`config.mk`:
```
export PLATFORM = sky130hd
export DESIGN_NAME = axi_to_mem
export DESIGN_NICKNAME = d
export VERILOG_FILES = /design/src/design/axi_chan_pkg.sv /design/src/design/mem_port_pkg.sv /design/src/design/beat_fifo.sv /design/src/design/rd_burst_gen.sv /design/src/design/wr_burst_gen.sv /design/src/design/beat_arbiter.sv /design/src/design/resp_router.sv /design/src/design/axi_to_mem.sv
export SDC_FILE = /design/constraint.sdc
export NUM_CORES = 1
export LEC_CHECK = 0
export BUFFER_PORTS_ARGS = -buffer_cell sky130_fd_sc_hd__buf_2
export CAP_MARGIN = 20
export CELL_PAD_IN_SITES_DETAIL_PLACEMENT = 0
export CELL_PAD_IN_SITES_GLOBAL_PLACEMENT = 2
export CORE_ASPECT_RATIO = 0.5
export CORE_UTILIZATION = 31
export DETAILED_ROUTE_END_ITERATION = 8
export HOLD_SLACK_MARGIN = 0.15
export PLACE_DENSITY = 0.75
export SLEW_MARGIN = 20
export SYNTH_ARGS = -nofsm -noshare
export SYNTH_HDL_FRONTEND = slang
export SYNTH_SLANG_ARGS = --single-unit
```
`constraint.sdc`:
```
create_clock -name clk_i -period 7.08 [get_ports clk_i]
set_input_delay 1.416 -clock clk_i [delete_from_list [all_inputs] [get_ports clk_i]]
set_output_delay 1.416 -clock clk_i [all_outputs]
set_load 0.01 [all_outputs]
```
`src/design/axi_chan_pkg.sv`:
```
// AXI4 channel types for a 16-bit address, 32-bit data slave with INCR bursts and no sidebands.
package axi_chan_pkg;

  // Channel field widths.
  localparam int unsigned ADDR_W = 16;
  localparam int unsigned DATA_W = 32;
  localparam int unsigned STRB_W = DATA_W / 8;
  localparam int unsigned ID_W   = 4;
  localparam int unsigned LEN_W  = 8;
  localparam int unsigned SIZE_W = 3;

  // Field types.
  typedef logic [ADDR_W-1:0] addr_t;
  typedef logic [DATA_W-1:0] data_t;
  typedef logic [STRB_W-1:0] strb_t;
  typedef logic [ID_W-1:0]   id_t;
  typedef logic [LEN_W-1:0]  len_t;
  typedef logic [SIZE_W-1:0] size_t;
  typedef logic [1:0]        resp_t;

  // Only OKAY and SLVERR are ever returned.
  localparam resp_t RESP_OKAY   = 2'b00;
  localparam resp_t RESP_SLVERR = 2'b10;

  // AR and AW payload.
  typedef struct packed {
    id_t   id;
    addr_t addr;
    len_t  len;
    size_t size;
  } ax_chan_t;

  // W payload, last is implied by the burst length.
  typedef struct packed {
    data_t data;
    strb_t strb;
  } w_chan_t;

  // R payload.
  typedef struct packed {
    id_t   id;
    data_t data;
    resp_t resp;
    logic  last;
  } r_chan_t;

  // B payload.
  typedef struct packed {
    id_t   id;
    resp_t resp;
  } b_chan_t;

endpackage

```
`src/design/mem_port_pkg.sv`:
```
// Memory port and beat stream types; the memory must answer every grant once, in order.
package mem_port_pkg;

  // Beats in flight between grant and AXI response.
  localparam int unsigned BUF_DEPTH = 4;

  // One word access on the memory port.
  typedef struct packed {
    axi_chan_pkg::addr_t addr;
    axi_chan_pkg::data_t wdata;
    axi_chan_pkg::strb_t strb;
    logic                we;
  } mem_req_t;

  // Memory answer, sent for reads and writes alike.
  typedef struct packed {
    axi_chan_pkg::data_t rdata;
    logic                err;
  } mem_rsp_t;

  // What the router needs to turn an answer into R or B.
  typedef struct packed {
    axi_chan_pkg::id_t id;
    logic              last;
    logic              write;
  } beat_meta_t;

  // Beat offered by a burst generator.
  typedef struct packed {
    mem_req_t   req;
    beat_meta_t meta;
  } beat_t;

endpackage

```
`src/design/beat_fifo.sv`:
```
// Fall-through FIFO; the writer must not push while full_o is high.
module beat_fifo #(
  parameter type         payload_t = logic,
  parameter int unsigned DEPTH     = 4
) (
  input  logic     clk_i,
  input  logic     arst_n_i,
  input  payload_t data_i,
  input  logic     push_i,
  output logic     full_o,
  output payload_t data_o,
  output logic     valid_o,
  input  logic     pop_i
);

  typedef logic [$clog2(DEPTH)-1:0]   ptr_t;
  typedef logic [$clog2(DEPTH+1)-1:0] cnt_t;

  payload_t mem_q [DEPTH];
  ptr_t     wr_ptr_q, rd_ptr_q;
  cnt_t     cnt_q;
  logic     empty;
  logic     wr_en, rd_en;

  assign empty  = (cnt_q == '0);
  assign full_o = (cnt_q == cnt_t'(DEPTH));

  // An empty FIFO shows the incoming word directly.
  assign valid_o = !empty || push_i;
  assign data_o  = empty ? data_i : mem_q[rd_ptr_q];

  // A word that passes straight through is never stored.
  assign wr_en = push_i && !(empty && pop_i);
  assign rd_en = pop_i && !empty;

  always_ff @(posedge clk_i or negedge arst_n_i) begin
    if (!arst_n_i) begin
      wr_ptr_q <= '0;
      rd_ptr_q <= '0;
      cnt_q    <= '0;
    end else begin
      if (wr_en) begin
        wr_ptr_q <= (wr_ptr_q == ptr_t'(DEPTH - 1)) ? '0 : wr_ptr_q + 1'b1;
      end
      if (rd_en) begin
        rd_ptr_q <= (rd_ptr_q == ptr_t'(DEPTH - 1)) ? '0 : rd_ptr_q + 1'b1;
      end
      cnt_q <= cnt_q + cnt_t'(wr_en) - cnt_t'(rd_en);
    end
  end

  // Storage.
  always_ff @(posedge clk_i) begin
    if (wr_en) begin
      mem_q[wr_ptr_q] <= data_i;
    end
  end

endmodule

```
`src/design/rd_burst_gen.sv`:
```
// Expands AR into read beats; bursts are treated as INCR whatever the AXI burst type.
module rd_burst_gen (
  input  logic                   clk_i,
  input  logic                   arst_n_i,
  input  axi_chan_pkg::ax_chan_t ar_i,
  input  logic                   ar_valid_i,
  output logic                   ar_ready_o,
  output mem_port_pkg::beat_t    beat_o,
  output logic                   beat_valid_o,
  input  logic                   beat_ready_i,
  output logic                   burst_active_o
);

  // Beats left after the one last issued.
  axi_chan_pkg::len_t  cnt_d, cnt_q;
  // Address of the last issued beat, aligned to the size.
  axi_chan_pkg::addr_t addr_d, addr_q;
  axi_chan_pkg::addr_t next_addr;
  axi_chan_pkg::id_t   id_d, id_q;
  axi_chan_pkg::size_t size_d, size_q;

  assign burst_active_o = (cnt_q != '0);
  assign next_addr      = addr_q + (axi_chan_pkg::addr_t'(1) << size_q);

  always_comb begin
    ar_ready_o   = 1'b0;
    beat_valid_o = 1'b0;
    beat_o       = '0;
    cnt_d        = cnt_q;
    addr_d       = addr_q;
    id_d         = id_q;
    size_d       = size_q;
    if (burst_active_o) begin
      // Later beats of a running burst.
      beat_valid_o     = 1'b1;
      beat_o.req.addr  = next_addr;
      beat_o.meta.id   = id_q;
      beat_o.meta.last = (cnt_q == axi_chan_pkg::len_t'(1));
      if (beat_ready_i) begin
        cnt_d  = cnt_q - 1'b1;
        addr_d = next_addr;
      end
    end else if (ar_valid_i) begin
      // First beat goes out on the unaligned address.
      beat_valid_o     = 1'b1;
      beat_o.req.addr  = ar_i.addr;
      beat_o.meta.id   = ar_i.id;
      beat_o.meta.last = (ar_i.len == '0);
      if (beat_ready_i) begin
        ar_ready_o = 1'b1;
        cnt_d      = ar_i.len;
        addr_d     = ar_i.addr & ~((axi_chan_pkg::addr_t'(1) << ar_i.size) - 1'b1);
        id_d       = ar_i.id;
        size_d     = ar_i.size;
      end
    end
  end

  always_ff @(posedge clk_i or negedge arst_n_i) begin
    if (!arst_n_i) begin
      cnt_q <= '0;
    end else begin
      cnt_q <= cnt_d;
    end
  end

  // Burst payload.
  always_ff @(posedge clk_i) begin
    addr_q <= addr_d;
    id_q   <= id_d;
    size_q <= size_d;
  end

endmodule

```
`src/design/wr_burst_gen.sv`:
```
// Expands AW plus W into write beats; W must follow AW in order, and bursts are INCR only.
module wr_burst_gen (
  input  logic                   clk_i,
  input  logic                   arst_n_i,
  input  axi_chan_pkg::ax_chan_t aw_i,
  input  logic                   aw_valid_i,
  output logic                   aw_ready_o,
  input  axi_chan_pkg::w_chan_t  w_i,
  input  logic                   w_valid_i,
  output logic                   w_ready_o,
  output mem_port_pkg::beat_t    beat_o,
  output logic                   beat_valid_o,
  input  logic                   beat_ready_i,
  output logic                   burst_active_o
);

  // Beats left after the one last issued.
  axi_chan_pkg::len_t  cnt_d, cnt_q;
  // Address of the last issued beat, aligned to the size.
  axi_chan_pkg::addr_t addr_d, addr_q;
  axi_chan_pkg::addr_t next_addr;
  axi_chan_pkg::id_t   id_d, id_q;
  axi_chan_pkg::size_t size_d, size_q;

  assign burst_active_o = (cnt_q != '0);
  assign next_addr      = addr_q + (axi_chan_pkg::addr_t'(1) << size_q);

  always_comb begin
    aw_ready_o   = 1'b0;
    w_ready_o    = 1'b0;
    beat_valid_o = 1'b0;
    beat_o       = '0;
    cnt_d        = cnt_q;
    addr_d       = addr_q;
    id_d         = id_q;
    size_d       = size_q;
    // Data and strobe always come from W.
    beat_o.req.wdata  = w_i.data;
    beat_o.req.strb   = w_i.strb;
    beat_o.req.we     = 1'b1;
    beat_o.meta.write = 1'b1;
    if (burst_active_o) begin
      // Wait for W on every later beat.
      beat_valid_o     = w_valid_i;
      beat_o.req.addr  = next_addr;
      beat_o.meta.id   = id_q;
      beat_o.meta.last = (cnt_q == axi_chan_pkg::len_t'(1));
      if (w_valid_i && beat_ready_i) begin
        w_ready_o = 1'b1;
        cnt_d     = cnt_q - 1'b1;
        addr_d    = next_addr;
      end
    end else if (aw_valid_i && w_valid_i) begin
      // First beat needs AW and W together.
      beat_valid_o     = 1'b1;
      beat_o.req.addr  = aw_i.addr;
      beat_o.meta.id   = aw_i.id;
      beat_o.meta.last = (aw_i.len == '0);
      if (beat_ready_i) begin
        aw_ready_o = 1'b1;
        w_ready_o  = 1'b1;
        cnt_d      = aw_i.len;
        addr_d     = aw_i.addr & ~((axi_chan_pkg::addr_t'(1) << aw_i.size) - 1'b1);
        id_d       = aw_i.id;
        size_d     = aw_i.size;
      end
    end
  end

  always_ff @(posedge clk_i or negedge arst_n_i) begin
    if (!arst_n_i) begin
      cnt_q <= '0;
    end else begin
      cnt_q <= cnt_d;
    end
  end

  always_ff @(posedge clk_i) begin
    addr_q <= addr_d;
    id_q   <= id_d;
    size_q <= size_d;
  end

endmodule

```
`src/design/beat_arbiter.sv`:
```
// Picks a read or write beat for the memory port; sources must hold a beat until it is taken.
module beat_arbiter (
  input  logic                          clk_i,
  input  logic                          arst_n_i,
  input  mem_port_pkg::beat_t           rd_beat_i,
  input  logic                          rd_valid_i,
  output logic                          rd_ready_o,
  input  logic                          rd_active_i,
  input  mem_port_pkg::beat_t           wr_beat_i,
  input  logic                          wr_valid_i,
  output logic                          wr_ready_o,
  input  logic                          wr_active_i,
  input  logic                          meta_ready_i,
  output mem_port_pkg::mem_req_t        mem_req_o,
  output logic                          mem_req_valid_o,
  input  logic                          mem_gnt_i,
  output mem_port_pkg::beat_meta_t      meta_o,
  output logic                          meta_push_o
);

  // High selects the write stream.
  logic                sel, sel_q;
  logic                lock_q;
  // Stream preferred on the next tie.
  logic                rr_q;
  logic                arb_valid;
  logic                accept;
  mem_port_pkg::beat_t beat;

  always_comb begin
    if (lock_q) begin
      sel = sel_q;
    end else if (rd_valid_i ^ wr_valid_i) begin
      sel = wr_valid_i;
    end else if (rd_valid_i && wr_valid_i) begin
      // Running bursts first, write before read.
      if (wr_active_i) begin
        sel = 1'b1;
      end else if (rd_active_i) begin
        sel = 1'b0;
      end else begin
        sel = rr_q;
      end
    end else begin
      sel = rr_q;
    end
  end

  assign beat      = sel ? wr_beat_i : rd_beat_i;
  assign arb_valid = sel ? wr_valid_i : rd_valid_i;

  // No request without room for its meta entry.
  assign mem_req_valid_o = arb_valid && meta_ready_i;
  assign accept          = mem_req_valid_o && mem_gnt_i;
  assign mem_req_o       = beat.req;

  // Meta goes to the router in the grant cycle.
  assign meta_o      = beat.meta;
  assign meta_push_o = accept;

  assign rd_ready_o = accept && !sel;
  assign wr_ready_o = accept && sel;

  always_ff @(posedge clk_i or negedge arst_n_i) begin
    if (!arst_n_i) begin
      sel_q  <= 1'b0;
      lock_q <= 1'b0;
      rr_q   <= 1'b0;
    end else begin
      sel_q <= sel;
      // Hold the choice until the beat is taken.
      if (accept) begin
        lock_q <= 1'b0;
        rr_q   <= !sel;
      end else if (arb_valid) begin
        lock_q <= 1'b1;
      end
    end
  end

endmodule

```
`src/design/resp_router.sv`:
```
// Pairs memory answers with beat meta in order; at most BUF_DEPTH beats may be outstanding.
module resp_router (
  input  logic                          clk_i,
  input  logic                          arst_n_i,
  input  mem_port_pkg::beat_meta_t      meta_i,
  input  logic                          meta_push_i,
  output logic                          meta_ready_o,
  input  mem_port_pkg::mem_rsp_t        mem_rsp_i,
  input  logic                          mem_rvalid_i,
  output axi_chan_pkg::r_chan_t         r_o,
  output logic                          r_valid_o,
  input  logic                          r_ready_i,
  output axi_chan_pkg::b_chan_t         b_o,
  output logic                          b_valid_o,
  input  logic                          b_ready_i
);

  mem_port_pkg::beat_meta_t meta_head;
  mem_port_pkg::mem_rsp_t   rsp_head;
  logic                     meta_full;
  logic                     meta_valid, rsp_valid;
  logic                     pair_valid;
  logic                     sel_r, sel_b;
  logic                     pop;
  // Error seen on an earlier beat of the current write burst.
  logic                     wr_err_q;
  logic                     err_sum;

  // Beat meta in grant order.
  beat_fifo #(
    .payload_t ( mem_port_pkg::beat_meta_t ),
    .DEPTH     ( mem_port_pkg::BUF_DEPTH   )
  ) meta_fifo_inst (
    .clk_i    ( clk_i       ),
    .arst_n_i ( arst_n_i    ),
    .data_i   ( meta_i      ),
    .push_i   ( meta_push_i ),
    .full_o   ( meta_full   ),
    .data_o   ( meta_head   ),
    .valid_o  ( meta_valid  ),
    .pop_i    ( pop         )
  );

  // Memory answers, never more than the meta entries.
  beat_fifo #(
    .payload_t ( mem_port_pkg::mem_rsp_t ),
    .DEPTH     ( mem_port_pkg::BUF_DEPTH )
  ) rsp_fifo_inst (
    .clk_i    ( clk_i        ),
    .arst_n_i ( arst_n_i     ),
    .data_i   ( mem_rsp_i    ),
    .push_i   ( mem_rvalid_i ),
    .full_o   (              ),
    .data_o   ( rsp_head     ),
    .valid_o  ( rsp_valid    ),
    .pop_i    ( pop          )
  );

  assign meta_ready_o = !meta_full;

  // Reads go to R, only the last write beat goes to B.
  assign pair_valid = meta_valid && rsp_valid;
  assign sel_r      = !meta_head.write;
  assign sel_b      = meta_head.write && meta_head.last;
  assign r_valid_o  = pair_valid && sel_r;
  assign b_valid_o  = pair_valid && sel_b;

  // Inner write beats drain without an AXI handshake.
  assign pop = pair_valid && (sel_r ? r_ready_i : (sel_b ? b_ready_i : 1'b1));

  assign err_sum = wr_err_q || rsp_head.err;

  always_comb begin
    r_o      = '0;
    r_o.id   = meta_head.id;
    r_o.data = rsp_head.rdata;
    r_o.last = meta_head.last;
    r_o.resp = rsp_head.err ? axi_chan_pkg::RESP_SLVERR : axi_chan_pkg::RESP_OKAY;
    b_o      = '0;
    b_o.id   = meta_head.id;
    b_o.resp = err_sum ? axi_chan_pkg::RESP_SLVERR : axi_chan_pkg::RESP_OKAY;
  end

  always_ff @(posedge clk_i or negedge arst_n_i) begin
    if (!arst_n_i) begin
      wr_err_q <= 1'b0;
    end else if (pop && meta_head.write) begin
      // Cleared once B has gone out.
      wr_err_q <= sel_b ? 1'b0 : err_sum;
    end
  end

endmodule

```
`src/design/axi_to_mem.sv`:
```
// AXI4 slave to single-word memory port; INCR bursts only, with up to BUF_DEPTH beats in flight.
module axi_to_mem (
  input  logic                   clk_i,
  input  logic                   arst_n_i,
  input  axi_chan_pkg::ax_chan_t ar_i,
  input  logic                   ar_valid_i,
  output logic                   ar_ready_o,
  input  axi_chan_pkg::ax_chan_t aw_i,
  input  logic                   aw_valid_i,
  output logic                   aw_ready_o,
  input  axi_chan_pkg::w_chan_t  w_i,
  input  logic                   w_valid_i,
  output logic                   w_ready_o,
  output axi_chan_pkg::r_chan_t  r_o,
  output logic                   r_valid_o,
  input  logic                   r_ready_i,
  output axi_chan_pkg::b_chan_t  b_o,
  output logic                   b_valid_o,
  input  logic                   b_ready_i,
  output mem_port_pkg::mem_req_t mem_req_o,
  output logic                   mem_req_valid_o,
  input  logic                   mem_gnt_i,
  input  mem_port_pkg::mem_rsp_t mem_rsp_i,
  input  logic                   mem_rvalid_i
);

  mem_port_pkg::beat_t      rd_beat, wr_beat;
  logic                     rd_valid, rd_ready, rd_active;
  logic                     wr_valid, wr_ready, wr_active;
  mem_port_pkg::beat_meta_t meta;
  logic                     meta_push, meta_ready;

  // Read beat source.
  rd_burst_gen rd_burst_gen_inst (
    .clk_i, .arst_n_i, .ar_i, .ar_valid_i, .ar_ready_o,
    .beat_o       ( rd_beat   ),
    .beat_valid_o ( rd_valid  ),
    .beat_ready_i ( rd_ready  ),
    .burst_active_o ( rd_active )
  );

  // Write beat source.
  wr_burst_gen wr_burst_gen_inst (
    .clk_i, .arst_n_i, .aw_i, .aw_valid_i, .aw_ready_o, .w_i, .w_valid_i, .w_ready_o,
    .beat_o       ( wr_beat   ),
    .beat_valid_o ( wr_valid  ),
    .beat_ready_i ( wr_ready  ),
    .burst_active_o ( wr_active )
  );

  // Shares the memory port.
  beat_arbiter beat_arbiter_inst (
    .clk_i, .arst_n_i,
    .rd_beat_i ( rd_beat ), .rd_valid_i ( rd_valid ), .rd_ready_o ( rd_ready ),
    .rd_active_i ( rd_active ),
    .wr_beat_i ( wr_beat ), .wr_valid_i ( wr_valid ), .wr_ready_o ( wr_ready ),
    .wr_active_i ( wr_active ),
    .meta_ready_i ( meta_ready ),
    .mem_req_o, .mem_req_valid_o, .mem_gnt_i,
    .meta_o ( meta ), .meta_push_o ( meta_push )
  );

  // Turns memory answers into R and B.
  resp_router resp_router_inst (
    .clk_i, .arst_n_i,
    .meta_i ( meta ), .meta_push_i ( meta_push ), .meta_ready_o ( meta_ready ),
    .mem_rsp_i, .mem_rvalid_i,
    .r_o, .r_valid_o, .r_ready_i,
    .b_o, .b_valid_o, .b_ready_i
  );

endmodule

```
=== After elaboration in Yosys (flattened, before gate mapping) ===
Memory sizes are Yosys's and may differ from the RTL's.
Cells that the tools add are included.

* Register bits after elaboration: 80
* Bits in writable memories: 156
* Input bits: 140
* Output and inout bits: 104
* Logic and storage cells: 156
* Memories kept: 2

* Add/sub/neg operators: 14
* Equal/unequal tests: 8
* Shift-type cells: 4
* Multiplexer cells: 60
* Bitwise logic cells: 7
* Reduce and logical (&&, ||, !) cells: 43

{| class="wikitable"
|+ Memory list
! memory !! depth !! width !! rd ports !! clocked after memory_dff !! write ports !! RTL line !! source
|-
| resp_router_inst.rsp_fifo_inst.mem_q || 4 || 33 || 1 || 0 || 1 || beat_fifo.sv:19 || <nowiki>payload_t mem_q [DEPTH];</nowiki>
|-
| resp_router_inst.meta_fifo_inst.mem_q || 4 || 6 || 1 || 0 || 1 || beat_fifo.sv:19 ||
|}

{| class="wikitable"
|+ Operators with widths
! kind !! count
|-
| $mux W16 || 12
|-
| $mux W8 || 8
|-
| $shl A1 B3 Y16 const A || 4
|-
| $mux W59 || 1
|-
| $mux W33 || 1
|-
| $add A16 B16 Y16 || 2
|-
| $and A16 B16 Y16 || 2
|-
| $not A16 Y16 || 2
|-
| $sub A16 B1 Y16 const B || 2
|-
| $mux W1 || 27
|-
| $mux W5 || 4
|-
| $logic_and A1 B1 Y1 || 19
|-
| $eq A8 B1 Y1 const B || 2
|-
| $logic_not A8 Y1 || 2
|-
| $reduce_bool A8 Y1 || 2
|-
| $sub A8 B1 Y8 const B || 2
|-
| $mux W2 || 6
|-
| $reduce_and A3 Y1 || 3
|-
| $add A2 B1 Y2 const B || 4
|-
| $eq A2 B2 Y1 const B || 4
|-
| $reduce_bool A2 Y1 || 4
|-
| $logic_not A1 Y1 || 7
|-
| $add A3 B1 Y3 || 2
|-
| $logic_not A3 Y1 || 2
|-
| other kinds (8) || 12
|}

=== Longest topological paths before layout ===
* Depth in word-level cells: 18
* Gate-level depth with buffers: 21
* Mapped depth without buffers: 21

=== By module ===
A second synthesis with hierarchy kept.

* Cell total of the unflattened synthesis: 1034
* Area, all modules: 13347.8 sq um

{| class="wikitable"
|+ Modules (own cells, without submodules)
! module !! instances !! cells an instance !! area an instance (sq um) !! sequential area each (sq um)
|-
| beat_fifo at resp_router_inst.rsp_fifo_inst || 1 || 247 || 5617.9 || 4139.0
|-
| rd_burst_gen || 1 || 307 || 2700.1 || 890.9
|-
| wr_burst_gen || 1 || 298 || 2542.4 || 890.9
|-
| beat_fifo at resp_router_inst.meta_fifo_inst || 1 || 76 || 1392.6 || 895.9
|-
| beat_arbiter || 1 || 85 || 934.6 || 75.1
|-
| resp_router || 1 || 21 || 160.2 || 25.0
|}

=== Worst setup path before layout ===
No wires, ideal clock.

* Path type: in2out
* Start point: in aw_valid_i
* End point: out r_o[35] (netlist bit)
* Arrival: 3.743 ns
* Required time: 5.664 ns
* Path slack: 1.921 ns
* Stages on the path: 11
* Buffers on the path: 2
* Path through: o31ai_4 inv_1 ha_1 or2_2 a21oi_1 nor2_2 inv_1 clkbuf_1 a211oi_1 o31ai_1 buf_4

{| class="wikitable"
|+ RTL lines
! what !! RTL line !! source
|-
| start: declaration || axi_to_mem.sv:9 || <nowiki>input logic aw_valid_i,</nowiki>
|-
| end: declaration || axi_to_mem.sv:14 || <nowiki>output axi_chan_pkg::r_chan_t r_o,</nowiki>
|}

==> impl_metrics.ini <==
[drt]
vias = 8758
drc = 0
routed_via_density = 4.965
dr.pass1.iters = 5
postRouteAntennaNets = 0
wire_per_inst_um = 18.86
wirelength_um = 33270
drt_iter0_drc = 485

[synth]
synth_edf_count = 202
netlist_area_mm2 = 0.01278
synth_top_family_by_area = simple AND/OR/NAND/NOR gates
synth_top_flop_cell = edfxtp_1
synthXorXnorAreaFrac_pct = 2.055
syn_inst = 1026
synthMuxAreaShare_pct = 11.02
ys_seq_area_share_pct = 54.10
async_flop_share_pct = 14.41
synth_cell_types = 79
yosys.area_share.adder_pct = 4.443
ys_ff_latch = 236
yosys_warnings = 0
synth-simple-area-share_pct = 12.72
synth_compound_area_share_pct = 9.395
syn_area_per_cell_um2 = 12.46

[cells_and_area]
fillers = 3955
multi_input_area_mm2 = 0.005081
nets = 1386
area_growth_pct = 17.25
layout_commonest_cell = buf_2
stdcell_area_mm2 = 0.01499
drive_gt1_share_pct = 33.66
register_area_mm2 = 0.006918
fin_cells = 1764
final_core_util_pct = 36.98
layout_common_cells = buf_2 (241), edfxtp_1 (202), nand2_1 (75)

[sta]
fmax_mhz = 171.1
setup_tns_ns = 0
hold_viol_final = 0
setup_viol = 0
layout_setup_ws_ns = 1.235
fin_crit_sh_pct = 82.56
skew_ns = 0.008356
worst_pin_slew_ns = 0.9874
whs_ns = 0.5044
fin_crit_ns = 5.845
drv_slew = 0
slew_headroom_pct = 34.18
rsz0062_at_grt = false

[cts]
clk_pin_slew_ns = 0.06
cts.path.max_buffers = 3
clk_latency_ns = 0.53
numCtsBuffers = 24
cts_tree = done
ctsResizeCount = 0
holdBufCountCts = 0
postCtsSetupRepairBufs = 0
cts-htree-levels = 1
cts_sinks = 236
cts-root-buf = clkbuf_16

[die]
fp.dieH_um = 145.6
row_count = 52
top_level_ports = 244
dieArea_mm2 = 0.04211
core_mm2 = 0.04053
initial_utilization_pct = 31.54
die_w_um = 289.2

[placed_design]
place_congestion = 0.8107
place_area_mm2 = 0.01414
dp_hpwl_um = 23450
dp.cells = 1717
preCtsSetupSlack_ns = 1.472
io_buffers = 241

[worst_setup_path]
crit_fanout = 61
crit_type = flip-flop to output port
worstPathArrival_ns = 4.43
cp_data_required_time_ns = 5.66
end_kind = output port
startpoint_type = flip-flop

[power]
power_mw = 5.939
pwr-share-clk_pct = 23.1
leakage_nw = 5.873
ir_worst_vdd_v = 0.0001633
internal-power_mw = 3.843
p_switching_mw = 2.096
p_sw_share_pct = 35.29
power.share.combinational_pct = 41.1
seq_power_share_pct = 35.8
power_density_mw_per_mm2 = 396.2

[global_route]
grt_pass1_vias = 8996
grt_pass1_wl_um = 51650
grt-ovfl-total = 0
grt_util_all_layers_pct = 15.81
grt_max_degree = 62
antenna_found_initial = 6

[run]
cap_violations = 0

[min_path]
min_path_type = flip-flop to flip-flop

[status]
run_status = complete, no violations
==> cells in the mapped netlist (all sizes together), types with 18 or more instances <==
master    n  share of area [%]
a21oi    37                1.4
and2     50                2.5
buf      69                3.9
clkbuf   33               0.97
dfrtp    34                6.7
edfxtp  202                 47
ha       39                3.8
inv      48                1.4
mux2     42                3.8
mux4     39                6.9
nand2    75                2.2
nor2     68                2.0
nor3     22               0.86
o21ai    32                1.3
xnor2    18                1.2
==> registers in the layout, indices dropped and copies added (netlist names) <==
name,flops
wr_burst_gen_inst.id_q,4
wr_burst_gen_inst.cnt_q,8
resp_router_inst.meta_fifo_inst.wr_ptr_q,2
resp_router_inst.rsp_fifo_inst.cnt_q,3
resp_router_inst.rsp_fifo_inst.mem_q,132
resp_router_inst.meta_fifo_inst.mem_q,24
resp_router_inst.meta_fifo_inst.rd_ptr_q,2
rd_burst_gen_inst.id_q,4
beat_arbiter_inst.lock_q,1
resp_router_inst.rsp_fifo_inst.wr_ptr_q,2
resp_router_inst.rsp_fifo_inst.rd_ptr_q,2
rd_burst_gen_inst.addr_q,16
rd_burst_gen_inst.cnt_q,8
beat_arbiter_inst.sel_q,1
wr_burst_gen_inst.addr_q,16
resp_router_inst.meta_fifo_inst.cnt_q,3
beat_arbiter_inst.rr_q,1
resp_router_inst.wr_err_q,1
wr_burst_gen_inst.size_q,3
rd_burst_gen_inst.size_q,3
==> path summary, 6_finish.rpt <==
path,start,to,slack (ns),cells after the start
max,wr_burst_gen_inst.cnt_q[0],b_o[4],1.23,14
min,wr_burst_gen_inst.cnt_q[1],wr_burst_gen_inst.cnt_q[1],0.50,2
max reg2reg,wr_burst_gen_inst.cnt_q[0],resp_router_inst.meta_fifo_inst.cnt_q[2],2.06,19
min reg2reg,wr_burst_gen_inst.cnt_q[1],wr_burst_gen_inst.cnt_q[1],0.50,2
max in group asynchronous,arst_n_i,resp_router_inst.rsp_fifo_inst.rd_ptr_q[0],5.48,1
min in group asynchronous,arst_n_i,resp_router_inst.wr_err_q,0.99,1
==> layout make-up <==
cell class                      instances  area share [%]
Tap cell                              540           4.507
Inverter                               48           1.202
Sequential cell                       236           46.15
Timing Repair Buffer                  252           8.597
Clock buffer                           27           4.081
Antenna cell                            3         0.05008
Clock inverter                         17           1.519
Multi-Input combinational cell        641           33.90
==> per-layer routing <==
layer	global-route usage (%)	part of all wire [%]	routed length (um)	vias to the layer above
met5	0	0.027	9	-
met4	5.026	2.2	735	2
met3	2.492	3.2	1080	55
met2	28.70	53	17650	132
met1	19.04	41	13800	4431
li1	-	-	-	4138
==> worst max-delay path: stages, from the launching register on <==
cell	delay, ns
dfrtp_1	0.41
inv_1	0.07
ha_1	0.19
or3b_2	0.60
o31ai_4	0.29
inv_1	0.14
ha_1	0.32
or2_2	0.34
a21oi_1	0.23
nor2_2	0.08
inv_1	0.09
buf_4	0.45
a211oi_1	0.13
o31ai_1	0.34
buf_2	0.20
==> power groups by stage <==
stage	sequential, mW	clock (mW)	combinational (mW)
6_report	2.13	1.37	2.44
5_1_grt	2.17	1.46	2.70
4_1_cts	2.13	1.41	2.50
3_5_place_dp	2.16	0	2.48
3_3_place_gp	2.14	0	2.45
2_1_floorplan	2.06	0	1.93
==> cell families after synthesis <==
kind of cell | after synthesis
compound gates | 168
xor+xnor | 30
fa+ha+maj | 43
buf+inv | 150
flops | 236
mux | 86
other cells | 1
simple gates | 312
Power figures use the tool's default switching activity.
